<file path="src/common/readout_pkg.sv">
`default_nettype none

package readout_pkg;

    // Count field is sized for the largest FIFO, upper bits read as zero
    localparam int CNT_W = 16;

    typedef enum logic [1:0] {
        BYTE0 = 2'd0,                   // Bits 7:0, sent first
        BYTE1 = 2'd1,
        BYTE2 = 2'd2,
        BYTE3 = 2'd3                    // Bits 31:24, pops the word
    } byte_slot_e;

    typedef struct packed {
        logic             empty;
        logic             full;
        logic             overflow;     // Sticky until clear
        logic [CNT_W-1:0] count;        // Words held
    } fifo_status_t;

endpackage

`default_nettype wire

</file>
<file path="src/common/capture_pkg.sv">
`default_nettype none

package capture_pkg;

    typedef struct packed {
        logic       out_of_range;       // ADC overrange pin
        logic [9:0] code;               // Raw ADC code
    } sample_t;

    // Three samples per word, top two bits tag the trigger slot
    typedef struct packed {
        logic [1:0] trig_slot;          // Slot filling at trigger, 3 if none yet
        logic [9:0] sample2;            // Newest sample
        logic [9:0] sample1;
        logic [9:0] sample0;            // Oldest sample
    } packed_word_t;

    localparam logic [1:0] NO_TRIG_SLOT = 2'd3;    // Tag before capture starts

    typedef enum logic {
        MODE_NORMAL = 1'b0,             // Pre-trigger ring, read after stop
        MODE_STREAM = 1'b1              // No drain, host reads while capturing
    } capture_mode_e;

    typedef enum logic [1:0] {
        CAP_IDLE = 2'd0,                // Armed, keeping pre-trigger words
        CAP_POST = 2'd1,                // Counting post-trigger words
        CAP_DONE = 2'd2                 // Writes stopped
    } capture_state_e;

endpackage

`default_nettype wire
</file>
<file path="src/rtl/adc_capture_top.sv">
`timescale 1ns/1ps
`default_nettype none

module adc_capture_top #(
    parameter int FIFO_ADDR_W = 6,
    parameter int DS_W        = 13
) (
    input  wire                  adc_sampleclk,
    input  wire                  fifo_rst,
    input  wire  [9:0]           adc_data_i,
    input  wire                  adc_or_i,
    input  wire                  arm_i,
    input  wire                  capture_go_i,
    input  wire                  stream_mode_i,
    input  wire  [DS_W-1:0]      downsample_i,
    input  wire  [FIFO_ADDR_W:0] pre_words_i,
    input  wire  [FIFO_ADDR_W:0] max_words_i,
    input  wire                  read_en_i,
    output wire  [7:0]           byte_o,
    output wire                  byte_valid_o,
    output wire                  fifo_empty_o,
    output wire  [FIFO_ADDR_W:0] words_o,
    output wire                  capture_stop_o,
    output wire                  overflow_o
);

    wire                            sample_valid;
    wire capture_pkg::sample_t      sample;
    wire                            word_valid;
    wire capture_pkg::packed_word_t word;
    wire capture_pkg::packed_word_t head;
    wire readout_pkg::fifo_status_t fifo_status;
    wire                            wr_en;
    wire                            pop_drain;
    wire                            pop_read;
    wire                            fifo_pop;      // Drain or reader
    wire                            read_permit;
    wire                            clear;         // Arm edge

    assign fifo_pop     = pop_read || pop_drain;
    assign fifo_empty_o = fifo_status.empty;
    assign words_o      = fifo_status.count[FIFO_ADDR_W:0];

    sample_decimator #(
        .DS_W (DS_W)
    ) i_sample_decimator (
        .adc_sampleclk  (adc_sampleclk),
        .fifo_rst       (fifo_rst),
        .adc_data_i     (adc_data_i),
        .adc_or_i       (adc_or_i),
        .capture_go_i   (capture_go_i),
        .downsample_i   (downsample_i),
        .sample_valid_o (sample_valid),
        .sample_o       (sample)
    );

    sample_packer i_sample_packer (
        .adc_sampleclk  (adc_sampleclk),
        .fifo_rst       (fifo_rst),
        .capture_go_i   (capture_go_i),
        .sample_valid_i (sample_valid),
        .sample_i       (sample),
        .word_valid_o   (word_valid),
        .word_o         (word)
    );

    capture_control #(
        .FIFO_ADDR_W (FIFO_ADDR_W)
    ) i_capture_control (
        .adc_sampleclk  (adc_sampleclk),
        .fifo_rst       (fifo_rst),
        .arm_i          (arm_i),
        .capture_go_i   (capture_go_i),
        .stream_mode_i  (stream_mode_i),
        .pre_words_i    (pre_words_i),
        .max_words_i    (max_words_i),
        .word_valid_i   (word_valid),
        .fifo_status_i  (fifo_status),
        .wr_en_o        (wr_en),
        .pop_drain_o    (pop_drain),
        .read_permit_o  (read_permit),
        .capture_stop_o (capture_stop_o),
        .overflow_o     (overflow_o),
        .clear_o        (clear)
    );

    sample_fifo #(
        .FIFO_ADDR_W (FIFO_ADDR_W)
    ) i_sample_fifo (
        .adc_sampleclk (adc_sampleclk),
        .fifo_rst      (fifo_rst),
        .clear_i       (clear),
        .wr_en_i       (wr_en),
        .wr_word_i     (word),
        .pop_i         (fifo_pop),
        .head_o        (head),
        .status_o      (fifo_status)
    );

    byte_serializer i_byte_serializer (
        .adc_sampleclk (adc_sampleclk),
        .fifo_rst      (fifo_rst),
        .clear_i       (clear),
        .read_en_i     (read_en_i),
        .read_permit_i (read_permit),
        .head_i        (head),
        .fifo_empty_i  (fifo_status.empty),
        .byte_o        (byte_o),
        .byte_valid_o  (byte_valid_o),
        .pop_o         (pop_read)
    );

endmodule

`default_nettype wire

</file>
<file path="src/rtl/byte_serializer.sv">
`timescale 1ns/1ps
`default_nettype none

module byte_serializer (
    input  wire                            adc_sampleclk,
    input  wire                            fifo_rst,
    input  wire                            clear_i,
    input  wire                            read_en_i,
    input  wire                            read_permit_i,
    input  wire capture_pkg::packed_word_t head_i,
    input  wire                            fifo_empty_i,
    output logic [7:0]                     byte_o,
    output logic                           byte_valid_o,
    output logic                           pop_o
);

    readout_pkg::byte_slot_e slot;          // Byte presented next
    logic [31:0]             head_w;
    logic                    take;          // Byte transfer this cycle

    assign head_w = head_i;
    assign take   = read_en_i && read_permit_i && !fifo_empty_i;
    assign pop_o  = take && (slot == readout_pkg::BYTE3);     // Word fully sent

    always_ff @(posedge adc_sampleclk) begin
        if (fifo_rst || clear_i) begin
            slot         <= readout_pkg::BYTE0;
            byte_valid_o <= 1'b0;
        end else begin
            byte_valid_o <= take;
            if (take) begin
                slot <= readout_pkg::byte_slot_e'(slot + 2'd1);   // Wraps to BYTE0
            end
        end
    end

    always_ff @(posedge adc_sampleclk) begin
        if (take) begin
            case (slot)
                readout_pkg::BYTE0: byte_o <= head_w[7:0];        // Lowest first
                readout_pkg::BYTE1: byte_o <= head_w[15:8];
                readout_pkg::BYTE2: byte_o <= head_w[23:16];
                default:            byte_o <= head_w[31:24];
            endcase
        end
    end

    // A word partly sent is still held in the FIFO
    assert property (@(posedge adc_sampleclk) disable iff (fifo_rst || clear_i)
        (slot != readout_pkg::BYTE0) |-> !fifo_empty_i);

endmodule

`default_nettype wire

</file>
<file path="src/sample_fifo/sample_fifo.sv">
`timescale 1ns/1ps
`default_nettype none

module sample_fifo #(
    parameter int FIFO_ADDR_W = 6
) (
    input  wire                            adc_sampleclk,
    input  wire                            fifo_rst,
    input  wire                            clear_i,
    input  wire                            wr_en_i,
    input  wire capture_pkg::packed_word_t wr_word_i,
    input  wire                            pop_i,
    output capture_pkg::packed_word_t      head_o,
    output readout_pkg::fifo_status_t      status_o
);

    localparam int DEPTH = 1 << FIFO_ADDR_W;

    capture_pkg::packed_word_t mem [DEPTH];
    logic [FIFO_ADDR_W-1:0]    wr_ptr;
    logic [FIFO_ADDR_W-1:0]    rd_ptr;
    logic [FIFO_ADDR_W:0]      count;       // One extra bit for full
    logic                      ovf;
    logic                      empty;
    logic                      full;
    logic                      do_wr;
    logic                      do_rd;

    assign empty = (count == '0);
    assign full  = (count == DEPTH[FIFO_ADDR_W:0]);
    assign do_wr = wr_en_i && !full;        // Write to full is lost
    assign do_rd = pop_i && !empty;         // Pop on empty ignored

    always_ff @(posedge adc_sampleclk) begin
        if (fifo_rst || clear_i) begin
            wr_ptr <= '0;
            rd_ptr <= '0;
            count  <= '0;
            ovf    <= 1'b0;
        end else begin
            if (do_wr) begin
                wr_ptr <= wr_ptr + 1'b1;
            end
            if (do_rd) begin
                rd_ptr <= rd_ptr + 1'b1;
            end
            if (do_wr && !do_rd) begin
                count <= count + 1'b1;
            end else if (do_rd && !do_wr) begin
                count <= count - 1'b1;
            end
            if (wr_en_i && full) begin
                ovf <= 1'b1;                // Sticky until clear
            end
        end
    end

    always_ff @(posedge adc_sampleclk) begin
        if (do_wr) begin
            mem[wr_ptr] <= wr_word_i;
        end
    end

    assign head_o = mem[rd_ptr];            // Fall-through head

    always_comb begin
        status_o                     = '0;
        status_o.empty               = empty;
        status_o.full                = full;
        status_o.overflow            = ovf;
        status_o.count[FIFO_ADDR_W:0] = count;
    end

    // Pointer distance tracks the occupancy count
    assert property (@(posedge adc_sampleclk) disable iff (fifo_rst)
        FIFO_ADDR_W'(wr_ptr - rd_ptr) == count[FIFO_ADDR_W-1:0]);

endmodule

`default_nettype wire

</file>
<file path="src/rtl/capture_control.sv">
`timescale 1ns/1ps
`default_nettype none

module capture_control #(
    parameter int FIFO_ADDR_W = 6
) (
    input  wire                             adc_sampleclk,
    input  wire                             fifo_rst,
    input  wire                             arm_i,
    input  wire                             capture_go_i,
    input  wire                             stream_mode_i,
    input  wire  [FIFO_ADDR_W:0]            pre_words_i,
    input  wire  [FIFO_ADDR_W:0]            max_words_i,
    input  wire                             word_valid_i,
    input  wire readout_pkg::fifo_status_t  fifo_status_i,
    output logic                            wr_en_o,
    output logic                            pop_drain_o,
    output logic                            read_permit_o,
    output logic                            capture_stop_o,
    output logic                            overflow_o,
    output logic                            clear_o
);

    capture_pkg::capture_state_e state_q;
    capture_pkg::capture_mode_e  mode;
    logic [1:0]                  arm_q;         // Arm history for edge detect
    logic                        rst_all;       // Reset or arm clear
    logic [FIFO_ADDR_W:0]        fifo_cnt;
    logic [FIFO_ADDR_W+1:0]      cnt_next;      // Count including pending write
    logic [FIFO_ADDR_W:0]        post_cnt;      // Words stored since trigger
    logic [FIFO_ADDR_W:0]        post_limit;
    logic                        done_hit;      // Post limit reached
    logic                        write_ok;

    assign mode       = capture_pkg::capture_mode_e'(stream_mode_i);
    assign rst_all    = fifo_rst || clear_o;
    assign fifo_cnt   = fifo_status_i.count[FIFO_ADDR_W:0];
    assign cnt_next   = {1'b0, fifo_cnt} + {{(FIFO_ADDR_W+1){1'b0}}, wr_en_o};
    assign post_limit = max_words_i - pre_words_i;

    always_ff @(posedge adc_sampleclk) begin
        if (fifo_rst) begin
            arm_q   <= 2'b00;
            clear_o <= 1'b0;
        end else begin
            arm_q   <= {arm_q[0], arm_i};
            clear_o <= arm_q[0] && !arm_q[1];   // One pulse per arm rise
        end
    end

    assign done_hit = (mode == capture_pkg::MODE_NORMAL) &&
                      (state_q == capture_pkg::CAP_POST) && (post_cnt == post_limit);

    always_comb begin
        if (mode == capture_pkg::MODE_STREAM) begin
            write_ok = capture_go_i && (state_q != capture_pkg::CAP_DONE);
        end else begin
            write_ok = (state_q != capture_pkg::CAP_DONE) && !done_hit;
        end
    end

    assign wr_en_o = word_valid_i && write_ok;

    // Pop together with the write that would pass the pre-trigger limit,
    // so the count never exceeds pre_words_i at the trigger edge
    assign pop_drain_o = (mode == capture_pkg::MODE_NORMAL) &&
                         (state_q == capture_pkg::CAP_IDLE) &&
                         (cnt_next > {1'b0, pre_words_i});

    assign read_permit_o = (mode == capture_pkg::MODE_STREAM) ||
                           (state_q == capture_pkg::CAP_DONE);

    always_ff @(posedge adc_sampleclk) begin
        if (rst_all) begin
            state_q        <= capture_pkg::CAP_IDLE;
            post_cnt       <= '0;
            capture_stop_o <= 1'b0;
            overflow_o     <= 1'b0;
        end else begin
            overflow_o <= fifo_status_i.overflow;   // FIFO flag is already sticky
            case (state_q)
                capture_pkg::CAP_IDLE: begin
                    if (capture_go_i) begin
                        state_q <= capture_pkg::CAP_POST;
                    end
                end
                capture_pkg::CAP_POST: begin
                    if (done_hit || (mode == capture_pkg::MODE_STREAM &&
                                     fifo_status_i.overflow)) begin
                        state_q <= capture_pkg::CAP_DONE;
                    end
                end
                default: ;                          // Held until arm
            endcase
            if (state_q == capture_pkg::CAP_POST && wr_en_o) begin
                post_cnt <= post_cnt + 1'b1;
            end
            if (mode == capture_pkg::MODE_STREAM) begin
                capture_stop_o <= fifo_status_i.overflow;
            end else begin
                capture_stop_o <= done_hit || (state_q == capture_pkg::CAP_DONE);
            end
        end
    end

    // Pre-trigger ring never holds more than pre_words_i
    assert property (@(posedge adc_sampleclk) disable iff (rst_all)
        (!stream_mode_i && state_q == capture_pkg::CAP_IDLE) |-> (fifo_cnt <= pre_words_i));

    // A normal-mode stop holds until arm or reset
    assert property (@(posedge adc_sampleclk) disable iff (rst_all)
        (capture_stop_o && !stream_mode_i) |=> (capture_stop_o || stream_mode_i));

endmodule

`default_nettype wire

</file>
<file path="src/rtl/sample_packer.sv">
`timescale 1ns/1ps
`default_nettype none

module sample_packer (
    input  wire                       adc_sampleclk,
    input  wire                       fifo_rst,
    input  wire                       capture_go_i,
    input  wire                       sample_valid_i,
    input  wire capture_pkg::sample_t sample_i,
    output logic                      word_valid_o,
    output capture_pkg::packed_word_t word_o
);

    logic [1:0] slot;                   // Next slot to fill, 0 to 2
    logic [1:0] trig_slot;              // Slot filling when trigger rose
    logic [9:0] smp0;
    logic [9:0] smp1;
    logic [9:0] smp2;

    always_ff @(posedge adc_sampleclk) begin
        if (fifo_rst) begin
            slot         <= 2'd0;
            word_valid_o <= 1'b0;
        end else begin
            word_valid_o <= sample_valid_i && (slot == 2'd2);  // Word complete
            if (sample_valid_i) begin
                slot <= (slot == 2'd2) ? 2'd0 : slot + 2'd1;
            end
        end
    end

    always_ff @(posedge adc_sampleclk) begin
        if (sample_valid_i) begin
            case (slot)
                2'd0:    smp0 <= sample_i.code;
                2'd1:    smp1 <= sample_i.code;
                default: smp2 <= sample_i.code;
            endcase
        end
    end

    // Tag holds the slot of the first triggered cycle until the trigger drops
    always_ff @(posedge adc_sampleclk) begin
        if (fifo_rst || !capture_go_i) begin
            trig_slot <= capture_pkg::NO_TRIG_SLOT;
        end else if (trig_slot == capture_pkg::NO_TRIG_SLOT) begin
            trig_slot <= slot;
        end
    end

    assign word_o = '{trig_slot: trig_slot, sample2: smp2, sample1: smp1, sample0: smp0};

    assert property (@(posedge adc_sampleclk) disable iff (fifo_rst) slot != 2'd3);

endmodule

`default_nettype wire

</file>
<file path="src/rtl/sample_decimator.sv">
`timescale 1ns/1ps
`default_nettype none

module sample_decimator #(
    parameter int DS_W = 13
) (
    input  wire                  adc_sampleclk,
    input  wire                  fifo_rst,
    input  wire  [9:0]           adc_data_i,
    input  wire                  adc_or_i,
    input  wire                  capture_go_i,
    input  wire  [DS_W-1:0]      downsample_i,
    output logic                 sample_valid_o,
    output capture_pkg::sample_t sample_o
);

    logic [DS_W-1:0] ds_cnt;            // Cycles since last kept sample
    logic            ds_hit;            // Counter reached programmed ratio

    // A held counter still matches a zero ratio, so full-rate samples
    // keep flowing before the trigger
    assign ds_hit = (ds_cnt == downsample_i);

    always_ff @(posedge adc_sampleclk) begin
        if (fifo_rst || !capture_go_i) begin
            ds_cnt <= '0;               // Restart phase at trigger
        end else if (ds_hit) begin
            ds_cnt <= '0;
        end else begin
            ds_cnt <= ds_cnt + 1'b1;
        end
    end

    always_ff @(posedge adc_sampleclk) begin
        if (fifo_rst) begin
            sample_valid_o <= 1'b0;
        end else begin
            sample_valid_o <= ds_hit;   // One per downsample_i+1 cycles
        end
    end

    always_ff @(posedge adc_sampleclk) begin
        if (ds_hit) begin
            sample_o.code         <= adc_data_i;    // Skipped codes are dropped
            sample_o.out_of_range <= adc_or_i;
        end
    end

    // Non-zero ratio with the trigger low shuts the sample stream off
    assert property (@(posedge adc_sampleclk) disable iff (fifo_rst)
        !capture_go_i ##1 (!capture_go_i && downsample_i != '0) |=> !sample_valid_o);

endmodule

`default_nettype wire

</file>
<file path="config.mk">
export PLATFORM = sky130hd
export DESIGN_NAME = adc_capture_top
export DESIGN_NICKNAME = d
export VERILOG_FILES = /design/src/common/readout_pkg.sv /design/src/common/capture_pkg.sv /design/src/rtl/adc_capture_top.sv /design/src/rtl/byte_serializer.sv /design/src/sample_fifo/sample_fifo.sv /design/src/rtl/capture_control.sv /design/src/rtl/sample_packer.sv /design/src/rtl/sample_decimator.sv
export SDC_FILE = /design/constraint.sdc
export NUM_CORES = 2
export LEC_CHECK = 0
export ABC_AREA = 0
export BUFFER_PORTS_ARGS = -buffer_cell sky130_fd_sc_hd__buf_2
export CORE_MARGIN = 2
export CORE_UTILIZATION = 50
export DETAILED_ROUTE_END_ITERATION = 8
export PLACE_DENSITY = 0.65
export SYNTH_ARGS = -nofsm -noshare
export SYNTH_HDL_FRONTEND = slang
export SYNTH_SLANG_ARGS = --single-unit
</file>
<file path="constraint.sdc">
create_clock -name adc_sampleclk -period 10.8 [get_ports adc_sampleclk]
set_clock_uncertainty 0.1 [all_clocks]
set_input_delay 2.16 -clock adc_sampleclk [delete_from_list [all_inputs] [get_ports adc_sampleclk]]
set_output_delay 2.16 -clock adc_sampleclk [all_outputs]
set_load 0.02 [all_outputs]
</file>
==> impl_metrics.ini <==
[clocking]
clk_pin_slew_ps = 60
postCtsSetupBuffers = 0
cts_buffer_depth = 3
cts_tree = built
htree_levels = 4
cts_hold_buf = 0
cts-root-buf = clkbuf_16
cts.sinks = 2158
clock_latency_ps = 850
cts_buffers = 204
cts_resized = 0

[die]
die_area_um2 = 170800
die_w_um = 413.3
io-pin-count = 63
coreArea_um2 = 166800
rows = 150
fp.dieH_um = 413.3
start_util_pct = 50.20

[global_routing]
overflow = 0
grt_pass1_wl_um = 303800
antenna_found_initial = 2
grt.total_usage_pct = 25.49
grt_max_degree = 100
grt_pass1_vias = 40750

[route]
vias_per_cell = 6.419
postRouteAntennaNets = 0
met1_length_um = 84770
wl_met2_um = 103500
wire_per_inst_um = 33.43
firstDrtPassIters = 7
via_count = 41320
top_layer = met5
drt_iter0_markers = 5594
met3WireLength_um = 21330
drc = 0
wl_um = 215200

[power_and_ir_drop]
seqPwrFrac_pct = 56.2
swShare_pct = 19.10
p_leak_nw = 28.59
ir_drop_uv = 147.3
power.internal_mw = 13.04
fin_total_pwr_mw = 16.12
p_switching_mw = 3.079
cellPowerDensity_nw_per_um2 = 171.9
clkPwrFrac_pct = 43.6
combPwrFrac_pct = 0.3

[synthesis]
synth_edf_count = 2096
synthMostInstantiatedCell = edfxtp_1
synth_area_um2 = 83760
synthCells = 3849
syn-num-nets = 3925
synth.area.top_cells = edfxtp_1, mux4_2, dfxtp_1
synth-async-reset-ratio_pct = 0
synth_ff_type = edfxtp_1
ys.warnings.count = 0
synth-seq-cells = 2158
yosys.area.top_type_share_pct = 75.14
yosys-top-cells-count = edfxtp_1, mux4_2, nand2_1
syn_avg_cell_area_um2 = 21.76
yosys.area.top_type = edfxtp_1
seq_area_frac_synth_pct = 76.63
ys_types = 73

[placement]
gp_congestion = 0.8013
port_buffers = 61
place_hpwl_um = 117500

[timing]
setup_viol = 0
finalHoldViolCount = 0
slew_violations = 0
relSlewSlack_pct = 7.818
tightest_slew_ps = 1368
rsz0062_at_grt = no
tns_ps = 0
period_needed_ps = 7834
final.period_utilization_pct = 72.54
fmax_ghz = 0.1276

[setup_path]
crit_type = in -> reg
max_stage_delay_ps = 430
cp.required_ps = 11460
startpoint_type = primary input
endpoint_kind = flop
worstReg2RegStart = i_capture_control.state_q[1]$_SDFFE_PP0P_
crit_path_max_fanout = 24
endpoint = i_sample_fifo.count[6]$_SDFFE_PP0P_
critPathArrivalTime_ps = 8490
r2r_end = i_sample_fifo.count[6]$_SDFFE_PP0P_
slowest_stage = a2111oi_0
ff2ff_path_depth = 27
cp-startpoint = pre_words_i[0]
reg2reg_slack_ps = 4690

[finish]
drive_above_1_share_pct = 27.35
fill_cells = 12150
syn_to_final_growth_pct = 11.95
fin_nets = 4142

[worst_hold_path]
hold_path.class = reg -> reg

[status]
status = complete, no violations

[job]
drv_cap = 0
==> logic make-up after synthesis <==
logic type / share of synthesized area [%]
compound gates: 2.142
xor+xnor: 0.4601
fa+ha+maj: 0.4959
buf+inv: 1.561
flops: 76.63
mux: 16.11
simple gates: 2.608
==> registers in the layout, summed over array words and instances (netlist names), 2 cells and up, named ones only <==
signal,cells
i_capture_control.state_q,2
i_byte_serializer.byte_o,8
i_sample_fifo.wr_ptr,6
i_capture_control.post_cnt,7
i_sample_packer.smp0,10
i_capture_control.arm_q,2
i_sample_packer.smp2,10
i_sample_fifo.count,7
i_sample_packer.trig_slot,2
i_sample_fifo.mem,2048
i_byte_serializer.slot,2
i_sample_packer.slot,2
i_sample_decimator.ds_cnt,13
i_sample_decimator.sample_o,10
i_sample_packer.smp1,10
i_sample_fifo.rd_ptr,6
==> power groups by stage <==
stage | Sequential, mW | Combinational, mW | Clock [mW]
final | 9.05 | 0.0444 | 7.03
after detailed placement | 9.23 | 0.0449 | 0
after global placement | 9.23 | 0.0439 | 0
after global routing | 9.05 | 0.0502 | 7.42
after floorplan | 9.23 | 0.0241 | 0
after CTS | 9.05 | 0.0450 | 7.11
==> cells in the final DEF, fill, tap and decap left out, drive strengths merged, types with 8 or more instances in the layout <==
master / n
o31ai: 14
o22ai: 23
bufinv: 18
and2: 13
edfxtp: 2096
mux2i: 98
xor2: 21
buf: 216
mux2: 9
nor3: 77
clkinv: 87
ha: 30
nand4: 13
a211oi: 12
nand2: 116
nor4: 9
nand3: 43
or4: 10
dfxtp: 62
a32oi: 9
mux4: 551
a21oi: 60
nand2b: 13
nor2b: 12
xnor2: 23
nor2: 100
o211ai: 8
o221ai: 18
inv: 46
clkbuf: 250
a22oi: 17
o21ai: 39
a31oi: 12
and3: 14
or3: 14
==> critical path: cells and delay by family <==
family,cells,cell delay (ps)
AO/OA/AOI/OAI,12,2340
XOR/XNOR,3,410
AND/OR/NAND/NOR,5,1030
adder cells (fa/ha/maj),7,1990
buffers and inverters,3,530
==> final cells by class <==
| class | count | area [µm²] | share of cell area (%) |
|---|---|---|---|
| diodes | 2 | 5.005 | 0.005337 |
| multi-input cells | 1450 | 18630 | 19.87 |
| well taps | 2204 | 2758 | 2.941 |
| inverters | 36 | 140.1 | 0.1494 |
| clock buffers | 250 | 5423 | 5.783 |
| repair buffers | 216 | 1556 | 1.660 |
| clock inverters | 121 | 1052 | 1.122 |
| flip-flops and latches | 2158 | 64200 | 68.47 |
==> worst min path at each step <==
stage / from / endpoint / slack (ps) / depth (start not counted)
finish: i_capture_control.arm_q[1]$_SDFF_PP0_ / i_capture_control.clear_o$_SDFF_PP0_ / 280 / 1
global route: i_capture_control.arm_q[1]$_SDFF_PP0_ / i_capture_control.clear_o$_SDFF_PP0_ / 310 / 1
CTS: i_capture_control.arm_q[1]$_SDFF_PP0_ / i_capture_control.clear_o$_SDFF_PP0_ / 290 / 1
detailed placement: i_capture_control.arm_q[1]$_SDFF_PP0_ / i_capture_control.clear_o$_SDFF_PP0_ / 280 / 1
global placement: i_capture_control.arm_q[1]$_SDFF_PP0_ / i_capture_control.clear_o$_SDFF_PP0_ / 270 / 1
floorplan: i_capture_control.arm_q[1]$_SDFF_PP0_ / i_capture_control.clear_o$_SDFF_PP0_ / 270 / 1
==> per-layer routing <==
| metal | vias to the layer above | track usage [%] |
|---|---|---|
| met5 | - | 0 |
| met4 | 2 | 7.097 |
| met3 | 309 | 5.119 |
| met2 | 2161 | 40.11 |
| met1 | 22200 | 36.70 |
| li1 | 16650 | - |
==> stage by stage <==
stage                     instance area [µm²]  utilization [%]  setup slack [ps]  hold slack, ps  std cells
after floorplan                         83760                -              2721           267.4       3849
after global placement                  87290            52.32              2259           274.2       6064
after detailed placement                87290            52.32              2133           279.3       6064
after CTS                               93760            56.20              3019           287.5       6435
after global routing                    93760            56.20              2406           308.0       6435
final                                   93770            56.20              2966           283.9       6437
(Power assumes the default switching activity.)
